File: src/common/clock_pkg.sv
package clock_pkg;

    ////////////////////////////////////////////////////////////
    // display geometry
    ////////////////////////////////////////////////////////////
    localparam int NUM_DIGITS = 8;
    localparam int DIGIT_W    = 4;
    localparam int FIELD_W    = 7;   // holds 0..99

    ////////////////////////////////////////////////////////////
    // counting limits
    ////////////////////////////////////////////////////////////
    localparam int CENTI_PER_SEC = 100;
    localparam int SEC_PER_MIN   = 60;
    localparam int MIN_PER_HOUR  = 60;
    localparam int HOURS_PER_DAY = 24;
    localparam int HALF_DAY      = 12;  // 12-hour wrap point

    localparam logic [DIGIT_W-1:0] BCD_MAX     = 4'd9;
    localparam logic [DIGIT_W-1:0] BLANK_DIGIT = 4'hf;  // decodes to all dark

    // field select codes
    localparam logic [1:0] PARA_NONE = 2'd0;
    localparam logic [1:0] PARA_SEC  = 2'd1;
    localparam logic [1:0] PARA_MIN  = 2'd2;
    localparam logic [1:0] PARA_HOUR = 2'd3;

    ////////////////////////////////////////////////////////////
    // segment constants, active low
    ////////////////////////////////////////////////////////////
    localparam logic [7:0] SEG_DARK = 8'hff;
    // points after hours, minutes and seconds ones digits
    localparam logic [NUM_DIGITS-1:0] POINT_POSITIONS = 8'b0101_0100;

endpackage

File: src/common/frame_if.sv
`timescale 1ns/1ps

// one display frame passed with a four-phase req/ack handshake
interface frame_if import clock_pkg::*; ();

    logic                               req;
    logic                               ack;
    logic [NUM_DIGITS-1:0][DIGIT_W-1:0] digits;  // position 7 is leftmost
    logic [NUM_DIGITS-1:0]              blink;

    modport source (
        output req,
        output digits,
        output blink,
        input  ack
    );

    modport sink (
        input  req,
        input  digits,
        input  blink,
        output ack
    );

endinterface

File: src/timekeeping/digit_formatter.sv
`timescale 1ns/1ps

module digit_formatter import clock_pkg::*; (
    input  logic [FIELD_W-1:0]                hours,
    input  logic [FIELD_W-1:0]                minutes,
    input  logic [FIELD_W-1:0]                seconds,
    input  logic [FIELD_W-1:0]                centis,
    input  logic                              time_format,
    input  logic                              setting,
    input  logic [1:0]                        para_select,
    output logic [NUM_DIGITS-1:0][DIGIT_W-1:0] digits,
    output logic [NUM_DIGITS-1:0]             blink
);
    logic [FIELD_W-1:0] hours_disp;

    // tens digit in the upper nibble
    function automatic logic [2*DIGIT_W-1:0] split(input logic [FIELD_W-1:0] value);
        return {DIGIT_W'(value / FIELD_W'(10)), DIGIT_W'(value % FIELD_W'(10))};
    endfunction

    assign hours_disp = (time_format && hours > FIELD_W'(HALF_DAY)) ?
                        hours - FIELD_W'(HALF_DAY) : hours;

    assign digits = {split(hours_disp), split(minutes), split(seconds), split(centis)};

    always_comb begin
        blink = '0;
        if (setting) begin
            case (para_select)
                PARA_SEC:  blink[3:2] = 2'b11;
                PARA_MIN:  blink[5:4] = 2'b11;
                PARA_HOUR: blink[7:6] = 2'b11;
                default:   ;
            endcase
        end
    end

endmodule

File: src/timekeeping/time_keeper.sv
`timescale 1ns/1ps

module time_keeper import clock_pkg::*; #(
    parameter int CENTI_DIV = 1_000_000
) (
    input  logic               clk,
    input  logic               reset,
    input  logic               time_format,
    input  logic [1:0]         para_select,
    input  logic               read_para,
    input  logic [DIGIT_W-1:0] data_h,
    input  logic [DIGIT_W-1:0] data_l,
    output logic               afternoon,
    frame_if.source            frame
);
    localparam int DIV_W = (CENTI_DIV > 1) ? $clog2(CENTI_DIV) : 1;

    logic [FIELD_W-1:0] hours;
    logic [FIELD_W-1:0] minutes;
    logic [FIELD_W-1:0] seconds;
    logic [FIELD_W-1:0] centis;
    logic [FIELD_W-1:0] hours_nxt;
    logic [FIELD_W-1:0] minutes_nxt;
    logic [FIELD_W-1:0] seconds_nxt;
    logic [FIELD_W-1:0] centis_nxt;
    logic [DIV_W-1:0]   div_cnt;
    logic               committed;
    logic               setting;
    logic               tick;
    logic [DIGIT_W-1:0] bcd_h;
    logic [DIGIT_W-1:0] bcd_l;
    logic [FIELD_W-1:0] set_raw;

    logic [NUM_DIGITS-1:0][DIGIT_W-1:0] fmt_digits;
    logic [NUM_DIGITS-1:0][DIGIT_W-1:0] frame_digits;
    logic [NUM_DIGITS-1:0]              fmt_blink;
    logic [NUM_DIGITS-1:0]              frame_blink;
    logic                               req_q;
    logic                               loaded;   // a frame has gone out since reset
    logic                               pending;
    logic                               launch;

    assign setting = (para_select != PARA_NONE) && !committed;
    assign tick    = !setting && (div_cnt == DIV_W'(CENTI_DIV - 1));

    // clamp each digit, then combine
    assign bcd_h   = (data_h > BCD_MAX) ? BCD_MAX : data_h;
    assign bcd_l   = (data_l > BCD_MAX) ? BCD_MAX : data_l;
    assign set_raw = FIELD_W'(bcd_h) * FIELD_W'(10) + FIELD_W'(bcd_l);

    ////////////////////////////////////////////////////////////
    // next time value
    ////////////////////////////////////////////////////////////
    always_comb begin
        hours_nxt   = hours;
        minutes_nxt = minutes;
        seconds_nxt = seconds;
        centis_nxt  = centis;
        if (setting) begin
            case (para_select)
                PARA_SEC:  seconds_nxt = set_raw % FIELD_W'(SEC_PER_MIN);
                PARA_MIN:  minutes_nxt = set_raw % FIELD_W'(MIN_PER_HOUR);
                PARA_HOUR: hours_nxt   = set_raw % FIELD_W'(HOURS_PER_DAY);
                default:   ;
            endcase
        end else if (tick) begin
            if (centis == FIELD_W'(CENTI_PER_SEC - 1)) begin
                centis_nxt = '0;
                if (seconds == FIELD_W'(SEC_PER_MIN - 1)) begin
                    seconds_nxt = '0;
                    if (minutes == FIELD_W'(MIN_PER_HOUR - 1)) begin
                        minutes_nxt = '0;
                        if (hours == FIELD_W'(HOURS_PER_DAY - 1)) begin
                            hours_nxt = '0;
                        end else begin
                            hours_nxt = hours + 1'b1;
                        end
                    end else begin
                        minutes_nxt = minutes + 1'b1;
                    end
                end else begin
                    seconds_nxt = seconds + 1'b1;
                end
            end else begin
                centis_nxt = centis + 1'b1;
            end
        end
    end

    always_ff @(posedge clk) begin
        if (!reset) begin
            hours     <= '0;
            minutes   <= '0;
            seconds   <= '0;
            centis    <= '0;
            div_cnt   <= '0;
            committed <= 1'b0;
            afternoon <= 1'b0;
        end else begin
            hours     <= hours_nxt;
            minutes   <= minutes_nxt;
            seconds   <= seconds_nxt;
            centis    <= centis_nxt;
            afternoon <= time_format && (hours_nxt > FIELD_W'(HALF_DAY));
            if (setting && read_para) begin
                committed <= 1'b1;
            end else if (para_select == PARA_NONE) begin
                committed <= 1'b0;                  // re-arm
            end
            if (setting) begin
                if (read_para) begin
                    div_cnt <= '0;                  // restart on commit
                end
            end else if (tick) begin
                div_cnt <= '0;
            end else begin
                div_cnt <= div_cnt + 1'b1;
            end
        end
    end

    digit_formatter i_digit_formatter (
        .hours       (hours),
        .minutes     (minutes),
        .seconds     (seconds),
        .centis      (centis),
        .time_format (time_format),
        .setting     (setting),
        .para_select (para_select),
        .digits      (fmt_digits),
        .blink       (fmt_blink)
    );

    ////////////////////////////////////////////////////////////
    // frame launch
    ////////////////////////////////////////////////////////////
    assign pending = !loaded || (fmt_digits != frame_digits) || (fmt_blink != frame_blink);
    assign launch  = !req_q && !frame.ack && pending;

    always_ff @(posedge clk) begin
        if (!reset) begin
            req_q  <= 1'b0;
            loaded <= 1'b0;
        end else if (launch) begin
            req_q  <= 1'b1;
            loaded <= 1'b1;
        end else if (req_q && frame.ack) begin
            req_q  <= 1'b0;
        end
    end

    always_ff @(posedge clk) begin
        if (launch) begin
            frame_digits <= fmt_digits;  // newest frame at req rise
            frame_blink  <= fmt_blink;
        end
    end

    assign frame.req    = req_q;
    assign frame.digits = frame_digits;
    assign frame.blink  = frame_blink;

endmodule

File: src/frame_buffer.sv
`timescale 1ns/1ps

module frame_buffer import clock_pkg::*; (
    input  logic     clk,
    input  logic     reset,
    frame_if.sink    upstream,
    frame_if.source  downstream
);
    logic                               full;
    logic                               up_ack;
    logic                               down_req;
    logic                               take;
    logic [NUM_DIGITS-1:0][DIGIT_W-1:0] store_digits;
    logic [NUM_DIGITS-1:0]              store_blink;

    // only an empty buffer answers, so back-pressure reaches the time keeper
    assign take = upstream.req && !up_ack && !full;

    always_ff @(posedge clk) begin
        if (!reset) begin
            full     <= 1'b0;
            up_ack   <= 1'b0;
            down_req <= 1'b0;
        end else begin
            if (up_ack && !upstream.req) begin
                up_ack <= 1'b0;
            end
            if (down_req && downstream.ack) begin
                down_req <= 1'b0;
            end
            // empty once the scanner has dropped ack as well
            if (full && !down_req && !downstream.ack) begin
                full <= 1'b0;
            end
            if (take) begin
                up_ack   <= 1'b1;
                full     <= 1'b1;
                down_req <= 1'b1;
            end
        end
    end

    always_ff @(posedge clk) begin
        if (take) begin
            store_digits <= upstream.digits;
            store_blink  <= upstream.blink;
        end
    end

    assign upstream.ack      = up_ack;
    assign downstream.req    = down_req;
    assign downstream.digits = store_digits;
    assign downstream.blink  = store_blink;

endmodule

File: src/display/seg_scanner.sv
`timescale 1ns/1ps

module seg_scanner import clock_pkg::*; #(
    parameter int SCAN_DIV  = 10_000,
    parameter int BLINK_DIV = 50_000_000
) (
    input  logic                  clk,
    input  logic                  reset,
    frame_if.sink                 frame,
    output logic [7:0]            segs,
    output logic [NUM_DIGITS-1:0] an
);
    localparam int SCAN_W  = (SCAN_DIV > 1) ? $clog2(SCAN_DIV) : 1;
    localparam int BLINK_W = (BLINK_DIV > 1) ? $clog2(BLINK_DIV) : 1;
    localparam int POS_W   = $clog2(NUM_DIGITS);

    logic                               shown;  // first frame captured
    logic                               ack_q;
    logic [POS_W-1:0]                   pos;
    logic [SCAN_W-1:0]                  scan_cnt;
    logic [BLINK_W-1:0]                 blink_cnt;
    logic                               blink_phase;  // high in second half
    logic                               step;
    logic                               wrap;
    logic                               take;
    logic [DIGIT_W-1:0]                 cur_code;
    logic [NUM_DIGITS-1:0][DIGIT_W-1:0] show_digits;
    logic [NUM_DIGITS-1:0]              show_blink;

    // gfedcba, active low
    function automatic logic [6:0] seg_decode(input logic [DIGIT_W-1:0] code);
        case (code)
            4'd0:    return 7'b100_0000;
            4'd1:    return 7'b111_1001;
            4'd2:    return 7'b010_0100;
            4'd3:    return 7'b011_0000;
            4'd4:    return 7'b001_1001;
            4'd5:    return 7'b001_0010;
            4'd6:    return 7'b000_0010;
            4'd7:    return 7'b111_1000;
            4'd8:    return 7'b000_0000;
            4'd9:    return 7'b001_0000;
            default: return SEG_DARK[6:0];  // includes BLANK_DIGIT
        endcase
    endfunction

    assign step = shown && (scan_cnt == SCAN_W'(SCAN_DIV - 1));
    assign wrap = step && (pos == '0);
    // new frames only between full scans
    assign take = frame.req && !ack_q && (!shown || wrap);

    always_ff @(posedge clk) begin
        if (!reset) begin
            shown       <= 1'b0;
            ack_q       <= 1'b0;
            pos         <= POS_W'(NUM_DIGITS - 1);
            scan_cnt    <= '0;
            blink_cnt   <= '0;
            blink_phase <= 1'b0;
        end else begin
            if (take) begin
                shown <= 1'b1;
                ack_q <= 1'b1;
            end else if (ack_q && !frame.req) begin
                ack_q <= 1'b0;
            end
            if (step) begin
                scan_cnt <= '0;
                pos      <= pos - 1'b1;      // 0 wraps to 7
            end else if (shown) begin
                scan_cnt <= scan_cnt + 1'b1;
            end
            if (blink_cnt == BLINK_W'(BLINK_DIV - 1)) begin
                blink_cnt   <= '0;
                blink_phase <= !blink_phase;
            end else begin
                blink_cnt <= blink_cnt + 1'b1;
            end
        end
    end

    always_ff @(posedge clk) begin
        if (take) begin
            show_digits <= frame.digits;
            show_blink  <= frame.blink;
        end
    end

    assign frame.ack = ack_q;

    ////////////////////////////////////////////////////////////
    // outputs
    ////////////////////////////////////////////////////////////
    assign cur_code = (show_blink[pos] && blink_phase) ? BLANK_DIGIT : show_digits[pos];
    assign an       = shown ? ~(NUM_DIGITS'(1) << pos) : '1;
    assign segs     = shown ? {~POINT_POSITIONS[pos], seg_decode(cur_code)} : SEG_DARK;

endmodule

File: src/clock_top.sv
`timescale 1ns/1ps

module clock_top import clock_pkg::*; #(
    parameter int CENTI_DIV = 1_000_000,
    parameter int SCAN_DIV  = 10_000,
    parameter int BLINK_DIV = 50_000_000
) (
    input  logic                  clk,
    input  logic                  reset,
    input  logic                  time_format,  // 1 = 12-hour
    input  logic [1:0]            para_select,
    input  logic                  read_para,
    input  logic [DIGIT_W-1:0]    data_h,
    input  logic [DIGIT_W-1:0]    data_l,
    output logic                  afternoon,
    output logic [7:0]            segs,
    output logic [NUM_DIGITS-1:0] an
);
    frame_if frame_in ();
    frame_if frame_out ();

    time_keeper #(
        .CENTI_DIV (CENTI_DIV)
    ) i_time_keeper (
        .clk         (clk),
        .reset       (reset),
        .time_format (time_format),
        .para_select (para_select),
        .read_para   (read_para),
        .data_h      (data_h),
        .data_l      (data_l),
        .afternoon   (afternoon),
        .frame       (frame_in.source)
    );

    frame_buffer i_frame_buffer (
        .clk        (clk),
        .reset      (reset),
        .upstream   (frame_in.sink),
        .downstream (frame_out.source)
    );

    seg_scanner #(
        .SCAN_DIV  (SCAN_DIV),
        .BLINK_DIV (BLINK_DIV)
    ) i_seg_scanner (
        .clk   (clk),
        .reset (reset),
        .frame (frame_out.sink),
        .segs  (segs),
        .an    (an)
    );

endmodule

File: config.mk
export PLATFORM = sky130hd
export DESIGN_NAME = clock_top
export DESIGN_NICKNAME = d
export VERILOG_FILES = /design/src/common/clock_pkg.sv /design/src/common/frame_if.sv /design/src/timekeeping/digit_formatter.sv /design/src/timekeeping/time_keeper.sv /design/src/frame_buffer.sv /design/src/display/seg_scanner.sv /design/src/clock_top.sv
export SDC_FILE = /design/constraint.sdc
export NUM_CORES = 1
export LEC_CHECK = 0
export BUFFER_PORTS_ARGS = -buffer_cell sky130_fd_sc_hd__buf_2
export CORE_MARGIN = 2
export CORE_UTILIZATION = 45
export CTS_CLUSTER_DIAMETER = 100
export CTS_CLUSTER_SIZE = 30
export DETAILED_ROUTE_END_ITERATION = 8
export HOLD_SLACK_MARGIN = 0.03
export PLACE_DENSITY = 0.7
export SETUP_SLACK_MARGIN = 0.2
export SLEW_MARGIN = 20
export SYNTH_ARGS = -nofsm -noshare
export SYNTH_HDL_FRONTEND = slang
export SYNTH_SLANG_ARGS = --single-unit
export TNS_END_PERCENT = 5
File: constraint.sdc
create_clock -name clk -period 7.91 [get_ports clk]
set_input_delay 0 -clock clk [delete_from_list [all_inputs] [get_ports clk]]
set_output_delay 0 -clock clk [all_outputs]
set_load 0.005 [all_outputs]
**Word-level counts from Yosys, hierarchy flattened**

Memories as Yosys holds them, arrays and structs flattened. A register that Yosys moved wholly into a read port is not among the register bits.
Cells that the tools add are included.

- Memories: 2
- Register bits: 215
- Input bits: 14
- Logic and storage cells: 194
- ROM bits: 120
- Output and inout bits: 17

- Shifts and indexed selects: 1
- Reductions and logical operators: 50
- Divide/modulo/power cells: 10
- Multiplexer cells: 51
- Bitwise gates (word level): 4
- $mul: 1
- Magnitude comparators: 5
- $add $sub $neg: 10
- Equal/unequal tests: 15

Memory list:

| memory | words | bits a word | rd ports | clocked after Yosys merged registers in | wr ports | line | RTL |
|---|---|---|---|---|---|---|---|
| (name not given) | 16 | 7 | 1 | 0 | 0 | seg_scanner.sv:32 | `case (code)` |
| (name not given) | 8 | 1 | 1 | 1 | 0 | seg_scanner.sv:96 | `assign segs = shown ? {~POINT_POSITIONS[pos], seg_decode(cur_code)} : SEG_DARK;` |

Operators by type and width:

| cell | number |
|---|---|
| $mux 7 | 20 |
| $mux 20 | 3 |
| $ne 32x32->1 | 1 |
| $add 7x1->7 const B | 4 |
| $div 7x4->7 const B | 4 |
| $mod 7x4->7 const B | 4 |
| $add 26x1->26 const B | 1 |
| $eq 26x26->1 const B | 1 |
| $add 20x1->20 const B | 1 |
| $eq 20x20->1 const B | 1 |
| $logic_and 1x1->1 | 20 |
| $reduce_bool 2->1 | 10 |
| $mux 4 | 4 |
| $mux 8 | 2 |
| $add 14x1->14 const B | 1 |
| $eq 14x14->1 const B | 1 |
| $eq 7x6->1 const B | 2 |
| $gt 7x4->1 const B | 2 |
| $mux 1 | 14 |
| $bmux 4 s3 | 1 |
| $logic_not 1->1 | 10 |
| $gt 4x4->1 const B | 2 |
| $not 8->8 | 1 |
| $shl 1x3->8 const A | 1 |
| other kinds (25) | 36 |

**Longest topological paths before layout**

Gate-level depths: netlist (run 1).

- Word-level depth: 9
- Depth in mapped cells: 19
- Depth with buffers taken out: 17

**Hierarchy**

Synthesis (run 1) repeated with hierarchy kept, for this count alone.

- Cells, all modules: 1296
- Area total of the unflattened synthesis: 12593.3 µm²

By module, submodules not included:

| module | cells an instance | seq. area each (µm²) | times used | area each (µm²) |
|---|---|---|---|---|
| time_keeper | 601 | 2242.2 | 1 | 5370.2 |
| seg_scanner | 335 | 2142.1 | 1 | 3920.0 |
| digit_formatter | 309 | 0.0 | 1 | 1981.9 |
| frame_buffer | 51 | 1261.2 | 1 | 1321.3 |

**Worst setup path before layout (run 1)**

OpenSTA, ideal clock, no wires.

- Path kind: register to register
- Start point: register i_time_keeper.minutes[5]
- End point: register i_time_keeper.frame_blink[3] (netlist: i_time_keeper.frame.blink[3]), enable pin
- Path buffers: 4
- Required time: 7.439 ns
- Slack: 1.586 ns
- Clock period less this slack: 6.324 ns
- Stages on the path, launching flop included: 20
- Setup time: 0.471 ns
- Data arrival time: 5.854 ns
- Path through: dfxtp_1 buf_2 inv_1 ha_1 o21a_1 buf_2 xnor2_1 mux2_2 a211oi_1 ha_1 buf_1 nand4_1 a21oi_1 a311oi_1 a31o_2 buf_2 xnor2_1 nand4_1 a2111oi_4 nor3_1

RTL lines:

| item | line | RTL |
|---|---|---|
| start: declaration | time_keeper.sv:19 | `logic [FIELD_W-1:0] minutes;` |
| start signal: assignment | time_keeper.sv:101 | `minutes <= minutes_nxt;` |
| end signal: assignment | time_keeper.sv:155 | `frame_blink <= fmt_blink;` |
| end: declaration | time_keeper.sv:37 | `logic [NUM_DIGITS-1:0] frame_blink;` |

**Worst setup path in the final report (run 1)**

- Start point: register i_time_keeper.seconds[4]
- End point: register i_time_keeper.frame_digits, in the netlist i_time_keeper.frame.digits[29], enable pin

- Longest elaborated chain between the ends: 5
- Elaborated cells on any way between the ends: 6
- Those cells by class: div (2); eq/ne (1); reduce/logical (3)

Ends and longest elaborated chain:

| item | line | RTL |
|---|---|---|
| start: declaration | time_keeper.sv:20 | `logic [FIELD_W-1:0] seconds;` |
| start signal: assignment | time_keeper.sv:102 | `seconds <= seconds_nxt;` |
| $mod 7x4->7 or $div 7x4->7 (tied branches) | digit_formatter.sv:18 | `return {DIGIT_W'(value / FIELD_W'(10)), DIGIT_W'(value % FIELD_W'(10))};` |
| $ne 32x32->1 * | time_keeper.sv:137 | `assign pending = !loaded \|\| (fmt_digits != frame_digits) \|\| (fmt_blink != frame_blink);` |
| $logic_or 1x1->1 * (2 in series) | time_keeper.sv:137 |  |
| $logic_and 1x1->1 * | time_keeper.sv:138 | `assign launch = !req_q && !frame.ack && pending;` |
| via i_time_keeper.launch | time_keeper.sv:41 | `logic launch;` |
| end signal: assignment | time_keeper.sv:154 | `frame_digits <= fmt_digits;` |
| end: declaration | time_keeper.sv:35 | `logic [NUM_DIGITS-1:0][DIGIT_W-1:0] frame_digits;` |

Mark *: on every way through the listed nets, which the timed path passes. The rest lies on a longest branch.
A chain may end at the register's enable or synchronous reset.

==> key figures, run 1 <==
Timing
  – Pins Over Slew Limit: 0
  – Minimum clock period after layout: 4.82 ns
  – Actual transition at the worst max-transition pin: a little under 1 ns
  – Setup slack of the critical path after layout: approximately 3.1 ns
  – Setup skew after layout: ~0.011 ns
  – Final setup violating endpoints: 0
  – Count of endpoints failing hold in the final timing report: 0
  – Final cycle utilization of the critical path: 0.609
  – Worst slew margin relative to its limit: 0.333
  – Setup repair after global routing missed its margin: no
  – Post-Route Setup TNS: 0 ns
  – Timing-limited maximum frequency: around 0.21 GHz

Finish
  – Post-route standard cell area excluding fillers: between 0.01 and 0.015 mm2
  – Share of layout cells above drive strength 1: 0.0724
  – Post-layout utilization of the core: 0.480
  – Synth-to-layout area growth: 5.62%
  – Most used cells in the layout excluding fill and tap cells: sky130_fd_sc_hd__nor2_1, sky130_fd_sc_hd__nand2_1, sky130_fd_sc_hd__edfxtp_1
  – Count of inserted antenna diode cells: 0
  – Final #Nets: 1,367
  – Leading cell type in the layout, fill and taps excluded: sky130_fd_sc_hd__nor2_1

Logic synthesis
  – Synth warnings: 0
  – Post-synth top flop: sky130_fd_sc_hd__edfxtp_1
  – Number of standard cells after synthesis: ~1,300
  – Post-synthesis cell type with the largest combined area: sky130_fd_sc_hd__edfxtp_1
  – Number of nets in the synthesized netlist: around 1,400
  – Post-Synthesis Cell Area: 0.0121 mm2
  – Fraction of synthesis flops using an asynchronous set or reset pin: 0
  – Most area-consuming cells after synthesis: sky130_fd_sc_hd__edfxtp_1, sky130_fd_sc_hd__dfxtp_1, sky130_fd_sc_hd__nor2_1, sky130_fd_sc_hd__ha_1, sky130_fd_sc_hd__xnor2_1
  – Part of the Yosys area used for sequential elements: 0.428
  – Mean instance size in the synthesized netlist: a little over 9 um2
  – Yosys cell types: 86
  – Yosys top cell area share: 0.260
  – Register bit total from synthesis: a little over 200
  – Number of enable-type register cells in the synthesized netlist: about 110

Critical path
  – Required time of the worst setup path: 8.12 ns
  – Category of the critical setup timing path: flop to flop
  – Start of the worst register-to-register path: i_time_keeper.seconds[4]
  – Endpoint kind of the worst setup timing path: flop
  – Critical path startpoint category: flop
  – Worst setup path startpoint: i_time_keeper.seconds[4]
  – Data arrival time of the critical path: 5.03 ns
  – CP max FO: 18

Outcome
  – Result of the run: finished, final reports clean

Floorplanning
  – Width of the die: 168 um
  – Die area: 0.0283 mm2
  – Initial Utilization: 0.454
  – Chip height: 168 um
  – Floorplan row count: 60
  – Standard cell core area: 0.0267 mm2
  – Top-level I/O count: 31

Min path
  – Hold path startpoint: para_select[0]
  – Hold crit path type: input port to flop

Pwr
  – Leak Pwr: around 4.7 nW
  – Combinational fraction of design power: 0.171
  – Power per cell area: approximately 170 mW/mm2
  – Clock Power Share: 0.262
  – Overall power: around 2.2 mW
  – Switching Share: 0.274
  – Internal power of the cells: roughly 1.6 mW
  – Sequential group share of total power: 0.566
  – Peak VDD IR: about 120 uV
  – Switching pwr: 610 uW

Clocking
  – Inserted Clock Buffers: 10
  – Root cell of the clock tree: sky130_fd_sc_hd__clkbuf_16
  – Post-cts resize count: 0
  – Longest Clk Path Bufs: 3
  – TritonCTS Sinks: 207
  – Clock tree from TritonCTS: done
  – CTS Hold Bufs: 5
  – CTS H-Tree Depth: 1
  – Number of buffers inserted to repair setup after CTS: 0
  – Source-to-sink clock delay at the later pin of the worst-skew pair: 0.47 ns
  – Post-CTS clock slew at the launch and capture registers of the worst setup and hold paths: between 0.1 and 0.15 ns

Route
  – Vias per cell: roughly 5.7
  – Number of iterations in the first detailed-routing pass: 5
  – Final wirelength: between 20,000 and 30,000 um
  – Antenna-violating nets left: 0
  – Total number of vias: roughly 9,400
  – DRC marker count from the first detailed-route iteration: between 900 and 1,000
  – Count of unresolved DRC violations after routing: 0
  – WL/cell: around 15 um

Placement
  – Buffers on Ports: 30
  – Sum of net half-perimeters after detailed placement: approximately 18,000 um
  – Last weighted congestion value of the routability-driven placer: between 0.9 and 1
  – Pre-CTS worst setup slack: around 3.2 ns
  – Area post-placement: 0.0125 mm2

Global route
  – Global-route track usage on met1: 0.258
  – Initial antenna violation count: 0
  – Maximum number of pins on one net before global-route repair: 52
  – Wire length of the first global-routing pass: roughly 43,000 um
  – Global routing usage on met2: 0.288
  – Routing usage on met3: 0.0181
  – GR Util All Layers: 0.178
  – Via count of the first global-routing pass: roughly 8,600
  – GRT Residual Overflow: 0
  – Gr busiest metal: met2

Flow run
  – Max-cap viol count: 0
## Yosys cell counts (6+ instances only)
library cell / instances
sky130_fd_sc_hd__nor2_1: 142
sky130_fd_sc_hd__nand2_1: 111
sky130_fd_sc_hd__edfxtp_1: 105
sky130_fd_sc_hd__dfxtp_1: 102
sky130_fd_sc_hd__a21oi_1: 84
sky130_fd_sc_hd__o21ai_0: 76
sky130_fd_sc_hd__nand3_1: 64
sky130_fd_sc_hd__clkbuf_1: 56
sky130_fd_sc_hd__xnor2_1: 52
sky130_fd_sc_hd__inv_1: 45
sky130_fd_sc_hd__xor2_1: 45
sky130_fd_sc_hd__ha_1: 42
sky130_fd_sc_hd__nor3_1: 34
sky130_fd_sc_hd__nor2b_1: 28
sky130_fd_sc_hd__and3_1: 26
sky130_fd_sc_hd__nand4_1: 23
sky130_fd_sc_hd__nand2b_1: 19
sky130_fd_sc_hd__a211oi_1: 14
sky130_fd_sc_hd__mux2i_1: 14
sky130_fd_sc_hd__nor3b_1: 13
sky130_fd_sc_hd__a31oi_1: 12
sky130_fd_sc_hd__a21o_1: 11
sky130_fd_sc_hd__a311oi_1: 10
sky130_fd_sc_hd__nor4_1: 10
sky130_fd_sc_hd__o22ai_1: 10
sky130_fd_sc_hd__a221oi_1: 9
sky130_fd_sc_hd__and2_1: 9
sky130_fd_sc_hd__o21a_1: 9
sky130_fd_sc_hd__or2_2: 9
sky130_fd_sc_hd__a22oi_1: 8
sky130_fd_sc_hd__buf_2: 8
sky130_fd_sc_hd__mux4_2: 8
sky130_fd_sc_hd__o211ai_1: 7
sky130_fd_sc_hd__o221ai_1: 6
sky130_fd_sc_hd__or3_1: 6
## through the flow
stage / cells / hold WS [ns]
finish: 1654 / 0.0879
global route: 1654 / 0.0626
CTS: 1654 / 0.0383
detailed placement: 1634 / 0.313
global placement: 1634 / 0.299
floorplan: 1328 / 0.173
## state kept, by name, indices dropped and copies added, names as in the netlist, 3 cells and up, named ones only
signal	cells
i_frame_buffer.downstream.digits	32
i_seg_scanner.show_digits	32
i_time_keeper.frame.digits	32
i_seg_scanner.blink_cnt	26
i_time_keeper.div_cnt	20
i_seg_scanner.scan_cnt	14
i_time_keeper.centis	7
i_time_keeper.hours	7
i_time_keeper.minutes	7
i_time_keeper.seconds	7
i_frame_buffer.downstream.blink	3
i_seg_scanner.pos	3
i_seg_scanner.show_blink	3
i_time_keeper.frame.blink	3
## cell families after synthesis
logic type,count (synthesis),share of synthesized area
compound gates,311,0.170
xor+xnor,97,0.0700
fa+ha+maj,44,0.0458
buf+inv,120,0.0398
flops,207,0.428
mux,24,0.0283
simple gates,525,0.218
## layout make-up
type	instances	area, um2
multi-input combinational	1001	6470
timing repair buffer	43	260
clock buffer	14	287
clock inverter	1	5.00
fill	2490	13900
inverter	47	176
tap	341	427
sequential	207	5190
## path summary, 6_finish.rpt
| check | slack (ns) | depth (start not counted) | to |
|---|---|---|---|
| setup reg to reg | 3.09 | 16 | i_time_keeper.frame.digits[29] |
| hold reg to reg | 0.42 | 0 | i_seg_scanner.show_digits[25] |
| setup / recovery | 3.09 | 16 | i_time_keeper.frame.digits[29] |
| hold / removal | 0.09 | 2 | i_time_keeper.frame.blink[5] |
## per-layer routing
layer / part of all wire / up-vias
li1: - / 4777
met4: 0.019 / 0
met1: 0.49 / 4408
met5: 0 / -
met2: 0.45 / 194
met3: 0.036 / 28
## critical path: stages, from the launching register on
cell and delay, ns:
sky130_fd_sc_hd__dfxtp_1 0.66, sky130_fd_sc_hd__nor2b_1 0.21, sky130_fd_sc_hd__o21a_1 0.22, sky130_fd_sc_hd__o21ai_0 0.29, sky130_fd_sc_hd__o221a_2 0.25, sky130_fd_sc_hd__ha_1 0.31
sky130_fd_sc_hd__nand2b_1 0.12, sky130_fd_sc_hd__a211o_1 0.31, sky130_fd_sc_hd__a221o_1 0.30, sky130_fd_sc_hd__a32oi_2 0.36, sky130_fd_sc_hd__mux2i_1 0.23, sky130_fd_sc_hd__a31oi_1 0.10
sky130_fd_sc_hd__nor4_1 0.39, sky130_fd_sc_hd__nand4b_1 0.19, sky130_fd_sc_hd__a2111oi_4 0.29, sky130_fd_sc_hd__nor3_2 0.08, sky130_fd_sc_hd__buf_4 0.22
## power groups by stage
stage	Combinational, mW	Sequential [mW]	Clock (mW)
final	0.381	1.26	0.583
after CTS	0.381	1.26	0.605
after global routing	0.428	1.27	0.639
after global placement	0.372	1.28	0
after detailed placement	0.377	1.28	0
after floorplan	0.310	1.26	0
(Power assumes the default switching activity.)
==> run 2, diff against run 1 <==
--- a/config.mk
+++ b/config.mk
@@ -5,6 +5,7 @@
 export SDC_FILE = /design/constraint.sdc
 export NUM_CORES = 1
 export LEC_CHECK = 0
+export ABC_AREA = 1
 export BUFFER_PORTS_ARGS = -buffer_cell sky130_fd_sc_hd__buf_2
 export CORE_MARGIN = 2
 export CORE_UTILIZATION = 45
@@ -12,7 +13,7 @@
 export CTS_CLUSTER_SIZE = 30
 export DETAILED_ROUTE_END_ITERATION = 8
 export HOLD_SLACK_MARGIN = 0.03
-export PLACE_DENSITY = 0.7
+export PLACE_DENSITY = 0.72
 export SETUP_SLACK_MARGIN = 0.2
 export SLEW_MARGIN = 20
 export SYNTH_ARGS = -nofsm -noshare
==> constraint.sdc (replaced) <==
create_clock -name clk -period 4.3 [get_ports clk]
set_input_delay 0 -clock clk [delete_from_list [all_inputs] [get_ports clk]]
set_output_delay 0 -clock clk [all_outputs]
set_load 0.005 [all_outputs]
==> run 2 against run 1 <==
  * Global-route usage barely moved
  * Flip-flop and latch count unchanged
  * Worst setup slack got worse by 2.6 ns
  * Fmax increased by 27%
  * Final cell count grew 6.9%
  * Via count down 4.0%
  * Critical path type unchanged
  * Largest power group unchanged
  * Highest routed layer unchanged
==> key figures, run 2 <==
Outcome
  – Result of the run: finished, final reports clean

Floorplanning
  – Top-level I/O count: 31 (unchanged)
  – Width of the die: 163 um (-3.3%)
  – Initial Utilization: 0.454 (about the same)
  – Die area: 0.0265 mm2 (-6.4%)
  – Standard cell core area: 0.0250 mm2 (-6.6%)
  – Floorplan row count: 58 (-3.3%)
  – Chip height: 163 um (-3.3%)

Timing
  – Setup skew after layout: 0.0203 ns (+0.00911 ns)
  – Final cycle utilization of the critical path: 0.882 (+0.273)
  – Count of endpoints failing hold in the final timing report: 0 (unchanged)
  – Setup repair after global routing missed its margin: yes
  – Final setup violating endpoints: 0 (unchanged)
  – Timing-limited maximum frequency: 0.264 GHz (+27%)
  – Worst slew margin relative to its limit: 0.385 (+0.0516)
  – Actual transition at the worst max-transition pin: 0.920 ns (-0.0742 ns)
  – Minimum clock period after layout: 3.79 ns (-1.03 ns)
  – Post-Route Setup TNS: 0 ns (unchanged)
  – Post-route worst hold slack: 0.150 ns (+0.0616 ns)
  – Pins Over Slew Limit: 0 (unchanged)

Clocking
  – Source-to-sink clock delay at the later pin of the worst-skew pair: 0.47 ns (about the same)
  – Root cell of the clock tree: sky130_fd_sc_hd__clkbuf_16
  – TritonCTS Sinks: 207 (unchanged)
  – Clock tree from TritonCTS: done
  – CTS H-Tree Depth: 1 (unchanged)
  – Longest Clk Path Bufs: 3 (unchanged)
  – Post-CTS clock slew at the launch and capture registers of the worst setup and hold paths: 0.11 ns (about the same)
  – Inserted Clock Buffers: 11 (+1)

Critical path
  – Cells on worst reg2reg path: 31 (+15)
  – Dominant cell type by count on the critical path: sky130_fd_sc_hd__nand2_2
  – Data arrival time of the critical path: 3.97 ns (-1.06 ns)
  – Start of the worst register-to-register path: i_time_keeper.hours[0]
  – Register-to-register setup slack: 0.51 ns (-2.58 ns)
  – Required time of the worst setup path: 4.48 ns (-3.64 ns)
  – Worst setup path startpoint: i_time_keeper.hours[0]
  – Category of the critical setup timing path: flop to flop
  – Worst Path Buf+Inv: 6 (+5)
  – CP Depth: 31 (+15)
  – Termination of the worst setup path: i_time_keeper.frame.digits[22]
  – Endpoint kind of the worst setup timing path: flop
  – End of the worst register-to-register path: i_time_keeper.frame.digits[22]
  – Critical path's largest stage delay: 0.38 ns (-0.28 ns)
  – Cell family contributing the most delay on the critical path: simple AND/OR/NAND/NOR gates
  – Critical path startpoint category: flop
  – Cell with the largest stage delay on the worst path: sky130_fd_sc_hd__dfxtp_2
  – CP max FO: 26 (+8)

Finish
  – Final #Nets: 1,491 (+9.1%)
  – Most used cells in the layout excluding fill and tap cells: sky130_fd_sc_hd__nand2_1, sky130_fd_sc_hd__inv_1, sky130_fd_sc_hd__nor2_1
  – Filler cells: 2,381 (-4.4%)
  – Leading cell type in the layout, fill and taps excluded: sky130_fd_sc_hd__nand2_1
  – Count of inserted antenna diode cells: 0 (unchanged)
  – Share of layout cells above drive strength 1: 0.102 (+0.0292)
  – Synth-to-layout area growth: 9.32%

Route
  – DRC marker count from the first detailed-route iteration: 669 (-28%)
  – Final wirelength: 23,200 um (-8.9%)
  – WL/cell: 13.1 um (-15%)
  – Number of iterations in the first detailed-routing pass: 6 (+1)
  – Count of unresolved DRC violations after routing: 0 (unchanged)
  – Antenna-violating nets left: 0 (unchanged)
  – Vias per cell: 5.11 (-10%)
  – Total number of vias: 9,028 (-4.0%)

Placement
  – Buffers on Ports: 30 (unchanged)
  – Last weighted congestion value of the routability-driven placer: 0.881 (-2.9%)
  – Sum of net half-perimeters after detailed placement: 17,200 um (-6.2%)

Logic synthesis
  – Mean instance size in the synthesized netlist: 8.10 um2 (-11%)
  – Number of standard cells after synthesis: 1,399 (+5.3%)
  – Synth warnings: 0 (unchanged)
  – Synth cell count leaders: sky130_fd_sc_hd__nand2_1, sky130_fd_sc_hd__inv_1, sky130_fd_sc_hd__nor2_1, sky130_fd_sc_hd__nand3_1, sky130_fd_sc_hd__edfxtp_1
  – Cell with the most instances after synthesis: sky130_fd_sc_hd__nand2_1
  – Post-synth top flop: sky130_fd_sc_hd__edfxtp_1
  – Yosys top cell area share: 0.278 (+0.0182)
  – Register bit total from synthesis: 207 (unchanged)
  – Most area-consuming cells after synthesis: sky130_fd_sc_hd__edfxtp_1, sky130_fd_sc_hd__dfxtp_1, sky130_fd_sc_hd__nand2_1, sky130_fd_sc_hd__inv_1, sky130_fd_sc_hd__nand3_1
  – Yosys cell types: 57 (-34%)
  – Number of nets in the synthesized netlist: 1,456 (+5.1%)
  – Post-synthesis cell type with the largest combined area: sky130_fd_sc_hd__edfxtp_1
  – Part of the Yosys area used for sequential elements: 0.458 (+0.0300)
  – Number of enable-type register cells in the synthesized netlist: 105 (unchanged)
  – Fraction of synthesis flops using an asynchronous set or reset pin: 0 (unchanged)
  – Post-Synthesis Cell Area: 0.0113 mm2 (-6.6%)

Global route
  – Maximum number of pins on one net before global-route repair: 44 (-15%)
  – Wire length of the first global-routing pass: 39,600 um (-7.1%)
  – GRT Residual Overflow: 0 (unchanged)
  – GR Util All Layers: 0.179 (+0.000317)
  – Initial antenna violation count: 0 (unchanged)
  – Via count of the first global-routing pass: 8,581 (+0.27%)

Pwr
  – Leak Pwr: 5.06 nW (+7.9%)
  – Power per cell area: 356 mW/mm2 (+110%)
  – Peak VDD IR: 221 uV (+88%)

Flow run
  – Max-cap viol count: 0 (unchanged)

Min path
  – Hold crit path type: input port to flop
## run 2: report_power, final
| group | switching [mW] | internal [mW] | total, mW |
|---|---|---|---|
| combinational | 0.553 | 0.302 | 0.854 |
| sequential | 0.111 | 2.30 | 2.41 |
| clock | 0.649 | 0.497 | 1.15 |
| total | 1.31 | 3.10 | 4.41 |
## run 2: worst min-delay path, cell delays in order
cell,delay (ns)
sky130_fd_sc_hd__buf_2,0.09
sky130_fd_sc_hd__o21a_1,0.15
sky130_fd_sc_hd__o21ai_0,0.16
sky130_fd_sc_hd__a31oi_1,0.19
## run 2: per-layer routing
layer,vias to the layer above,wire length [um],GRT usage,share of wire
li1,4758,-,-,-
met1,4086,11100,0.242,0.48
met2,155,10800,0.308,0.47
met3,29,823,0.0196,0.035
met4,0,433,0.0406,0.019
met5,-,0,0,0
## run 2: cell families (layout without fill, tap and decap cells)
| group | Yosys count | count (layout) | share of synthesized area |
|---|---|---|---|
| buffers and inverters | 239 | 278 | 0.0793 |
| flip-flops | 207 | 207 | 0.458 |
| multiplexers | 2 | 2 | 0.00177 |
| AO/OA/AOI/OAI | 226 | 226 | 0.120 |
| AND/OR/NAND/NOR | 648 | 648 | 0.266 |
| XOR/XNOR | 34 | 34 | 0.0275 |
| adder cells (fa/ha/maj) | 43 | 43 | 0.0481 |
## run 2: cell type report
| cell class | instances | area (um2) | area share |
|---|---|---|---|
| Inverter | 213 | 800 | 0.0645 |
| Tap cell | 330 | 413 | 0.0333 |
| Clock inverter | 3 | 36.3 | 0.00293 |
| Multi-Input combinational cell | 953 | 5320 | 0.429 |
| Sequential cell | 207 | 5200 | 0.419 |
| Timing Repair Buffer | 48 | 340 | 0.0275 |
| Clock buffer | 14 | 287 | 0.0231 |
## run 2: repair_timing
action	4_1_cts	5_1_grt
resized for setup	0	16
setup buffers	0	1
hold buffers	9	0
endpoints found under the hold margin	20	0
endpoints found under the setup margin	0	35
## run 2: through the flow
step	area [um2]	util	worst slack [ns]	instances	total power, mW
after floorplan	11300	-	0.378	1399	3.06
after global placement	11900	0.476	0.532	1740	3.25
after detailed placement	11900	0.476	0.389	1740	3.28
after CTS	12300	0.492	0.348	1766	4.44
after global routing	12400	0.497	0.170	1768	4.65
final	12400	0.497	0.507	1768	4.41
## run 2: worst min-delay path by stage
stage,from,endpoint,depth (start not counted)
final,data_l[1],i_time_keeper.seconds[0],4
after global routing,data_l[1],i_time_keeper.seconds[0],4
after CTS,data_l[1],i_time_keeper.seconds[0],4
after detailed placement,read_para,i_time_keeper.committed,3
after global placement,read_para,i_time_keeper.committed,3
after floorplan,time_format,i_time_keeper.afternoon,2
==> run 3, diff against run 2 <==
--- a/config.mk
+++ b/config.mk
@@ -7,12 +7,11 @@
 export LEC_CHECK = 0
 export ABC_AREA = 1
 export BUFFER_PORTS_ARGS = -buffer_cell sky130_fd_sc_hd__buf_2
-export CORE_MARGIN = 2
 export CORE_UTILIZATION = 45
 export CTS_CLUSTER_DIAMETER = 100
 export CTS_CLUSTER_SIZE = 30
 export DETAILED_ROUTE_END_ITERATION = 8
-export HOLD_SLACK_MARGIN = 0.03
+export HOLD_SLACK_MARGIN = 0.05
 export PLACE_DENSITY = 0.72
 export SETUP_SLACK_MARGIN = 0.2
 export SLEW_MARGIN = 20
==> run 3 against run 2 <==
  * Via count is 1.7% higher
  * Clock power is 13% higher
  * Cell area is 2.5% higher
  * Critical path depth is 4 lower
  * Register-to-register slack worse by 0.097 ns
  * Final cell count is 0.57% higher
  * Combinational power is 5.2% higher
  * First-iteration DRC count is 14% lower
  * Non-clock buffer count is 13 higher
  * Sequential power hardly changed
  * Worst setup slack worse by 0.097 ns
  * Routed wire length is 2.9% higher
==> key figures, run 3 (synthesis gave the netlist of run 2 again) <==
Finish
  – Filler cells: 2,303 (-3.3%)
  – Synth-to-layout area growth: 12.1%
  – Count of inserted antenna diode cells: 0 (unchanged)
  – Post-layout utilization of the core: 0.518 (+0.0215)
  – Most used cells in the layout excluding fill and tap cells: sky130_fd_sc_hd__nand2_1, sky130_fd_sc_hd__inv_1, sky130_fd_sc_hd__nor2_1
  – Sequential cell area: 0.00522 mm2 (+0.34%)
  – Post-route standard cell area excluding fillers: 0.0127 mm2 (+2.5%)
  – Area used by multi-input combinational logic: 0.00537 mm2 (+0.96%)
  – Final #Nets: 1,505 (+0.94%)
  – Final std cells w/o fill: 1,778 (+0.57%)
  – Share of layout cells above drive strength 1: 0.124 (+0.0223)
  – Leading cell type in the layout, fill and taps excluded: sky130_fd_sc_hd__nand2_1

Route
  – Vias per cell: 5.16 (+1.1%)
  – Total number of vias: 9,182 (+1.7%)
  – Number of iterations in the first detailed-routing pass: 5 (-1)
  – WL/cell: 13.4 um (+2.3%)
  – Final wirelength: 23,900 um (+2.9%)
  – Antenna-violating nets left: 0 (unchanged)
  – DRC marker count from the first detailed-route iteration: 574 (-14%)
  – Count of unresolved DRC violations after routing: 0 (unchanged)

Floorplanning
  – Initial Utilization: 0.462 (+0.00797)
  – Die area: 0.0258 mm2 (-2.4%)
  – Top-level I/O count: 31 (unchanged)
  – Chip height: 161 um (-1.2%)
  – Width of the die: 161 um (-1.2%)
  – Standard cell core area: 0.0245 mm2 (-1.7%)
  – Floorplan row count: 57 (-1.7%)

Global route
  – Via count of the first global-routing pass: 8,306 (-3.2%)
  – Initial antenna violation count: 0 (unchanged)
  – GR Util All Layers: 0.178 (about the same)
  – Wire length of the first global-routing pass: 38,400 um (-2.8%)
  – GRT Residual Overflow: 0 (unchanged)
  – Maximum number of pins on one net before global-route repair: 44 (unchanged)

Placement
  – Buffers on Ports: 30 (unchanged)
  – Pre-CTS worst setup slack: 0.292 ns (-0.0972 ns)
  – Number of cells in the design after placement: 1,733 (-0.40%)
  – Sum of net half-perimeters after detailed placement: 17,300 um (+0.60%)
  – Last weighted congestion value of the routability-driven placer: 0.860 (-2.4%)
  – Area post-placement: 0.0119 mm2 (about the same)

Min path
  – Hold path startpoint: data_l[1]
  – WHS Endpoint: i_time_keeper.seconds[0]
  – Hold crit path type: input port to flop
  – Worst hold stages: 4 (unchanged)

Clocking
  – CTS H-Tree Depth: 1 (unchanged)
  – Source-to-sink clock delay at the later pin of the worst-skew pair: 0.48 ns (about the same)
  – TritonCTS Sinks: 207 (unchanged)
  – Inserted Clock Buffers: 12 (+1)
  – Longest Clk Path Bufs: 3 (unchanged)
  – Post-CTS clock slew at the launch and capture registers of the worst setup and hold paths: 0.11 ns (about the same)
  – Clock tree from TritonCTS: done
  – Root cell of the clock tree: sky130_fd_sc_hd__clkbuf_16

Pwr
  – Overall power: 4.61 mW (+4.6%)
  – Peak VDD IR: 213 uV (-3.3%)
  – Power per cell area: 363 mW/mm2 (+2.0%)
  – Leak Pwr: 5.19 nW (+2.4%)

Critical path
  – Data arrival time of the critical path: 4.14 ns (+0.17 ns)
  – Critical path's largest stage delay: 0.37 ns (about the same)
  – Cells on worst reg2reg path: 27 (-13%)
  – Category of the critical setup timing path: flop to flop
  – Cell family contributing the most delay on the critical path: simple AND/OR/NAND/NOR gates
  – Worst Path Buf+Inv: 7 (+1)
  – Register-to-register setup slack: 0.41 ns (-0.10 ns)
  – CP Depth: 27 (-13%)
  – Critical path startpoint category: flop
  – End of the worst register-to-register path: i_time_keeper.frame.digits[26]
  – Required time of the worst setup path: 4.55 ns (+0.07 ns)
  – Cell with the largest stage delay on the worst path: sky130_fd_sc_hd__dfxtp_4
  – CP max FO: 8 (-69%)
  – Start of the worst register-to-register path: i_time_keeper.minutes[5]
  – Endpoint kind of the worst setup timing path: flop

Timing
  – Minimum clock period after layout: 3.89 ns (+0.0966 ns)
  – Count of endpoints failing hold in the final timing report: 0 (unchanged)
  – Worst slew margin relative to its limit: 0.325 (-0.0596)
  – Setup skew after layout: 0.0227 ns (+0.00244 ns)
  – Timing-limited maximum frequency: 0.257 GHz (-2.5%)
  – Final cycle utilization of the critical path: 0.905 (+0.0225)
  – Setup slack of the critical path after layout: 0.410 ns (-0.0966 ns)
  – Post-Route Setup TNS: 0 ns (unchanged)
  – Post-route worst hold slack: 0.138 ns (-0.0111 ns)
  – Pins Over Slew Limit: 0 (unchanged)
  – Final setup violating endpoints: 0 (unchanged)
  – Setup repair after global routing missed its margin: no
  – Actual transition at the worst max-transition pin: 1.01 ns (+0.0892 ns)

Outcome
  – Result of the run: finished, final reports clean

Flow run
  – Max-cap viol count: 0 (unchanged)
## run 3: per-layer routing
metal	GRT usage	wire, um
met1	0.238	11200
met2	0.304	11200
met3	0.0155	879
met4	0.0605	674
met5	0	0
## run 3: worst max path at each step
stage | start | to
floorplan | i_time_keeper.hours[1] | i_time_keeper.frame.blink[3]
global placement | i_time_keeper.hours[2] | i_time_keeper.frame.digits[5]
detailed placement | i_time_keeper.hours[2] | i_time_keeper.frame.digits[6]
CTS | i_time_keeper.hours[2] | i_time_keeper.frame.digits[0]
global route | i_time_keeper.minutes[5] | i_time_keeper.frame.digits[25]
finish | i_time_keeper.minutes[5] | i_time_keeper.frame.digits[26]
## run 3: area by class of cell
class,instances,area share
Tap cell,324,0.0319
Clock inverter,5,0.00571
Clock buffer,15,0.0262
Sequential cell,207,0.410
Inverter,213,0.0634
Multi-Input combinational cell,953,0.423
Timing Repair Buffer,61,0.0397
## run 3: report_power, final
part	leakage [nW]	switching [mW]	internal (mW)	total [mW]
registers	1.85	0.114	2.30	2.41
clock network	0.191	0.710	0.594	1.30
logic	3.14	0.568	0.331	0.898
## run 3: worst reg2reg max path, cell delays in order (launching register included)
cell and delay (ns):
sky130_fd_sc_hd__dfxtp_4 0.37, sky130_fd_sc_hd__inv_4 0.08, sky130_fd_sc_hd__ha_2 0.17, sky130_fd_sc_hd__inv_2 0.04, sky130_fd_sc_hd__nand2_4 0.08, sky130_fd_sc_hd__nand2_4 0.09
sky130_fd_sc_hd__o21ai_4 0.26, sky130_fd_sc_hd__inv_2 0.07, sky130_fd_sc_hd__mux2i_2 0.33, sky130_fd_sc_hd__nand3_1 0.15, sky130_fd_sc_hd__nand2_1 0.11, sky130_fd_sc_hd__inv_1 0.05
sky130_fd_sc_hd__ha_1 0.18, sky130_fd_sc_hd__nand3b_1 0.21, sky130_fd_sc_hd__nand3_2 0.15, sky130_fd_sc_hd__nand2_1 0.08, sky130_fd_sc_hd__nand2_2 0.09, sky130_fd_sc_hd__nor2_1 0.05
sky130_fd_sc_hd__nor2_1 0.09, sky130_fd_sc_hd__nand4_1 0.12, sky130_fd_sc_hd__nor2_1 0.14, sky130_fd_sc_hd__nand2_1 0.07, sky130_fd_sc_hd__nor2_2 0.08, sky130_fd_sc_hd__nand3_2 0.08
sky130_fd_sc_hd__nand2_4 0.09, sky130_fd_sc_hd__clkinvlp_4 0.10, sky130_fd_sc_hd__buf_12 0.16, sky130_fd_sc_hd__clkbuf_16 0.16
## run 3: what timing repair did
item | 4_1_cts | 5_1_grt
buffers inserted | 0 | 11
hold endpoints to repair | 34 | 0
hold buffers | 10 | 0
resized for setup | 0 | 40
setup endpoints to repair | 0 | 35
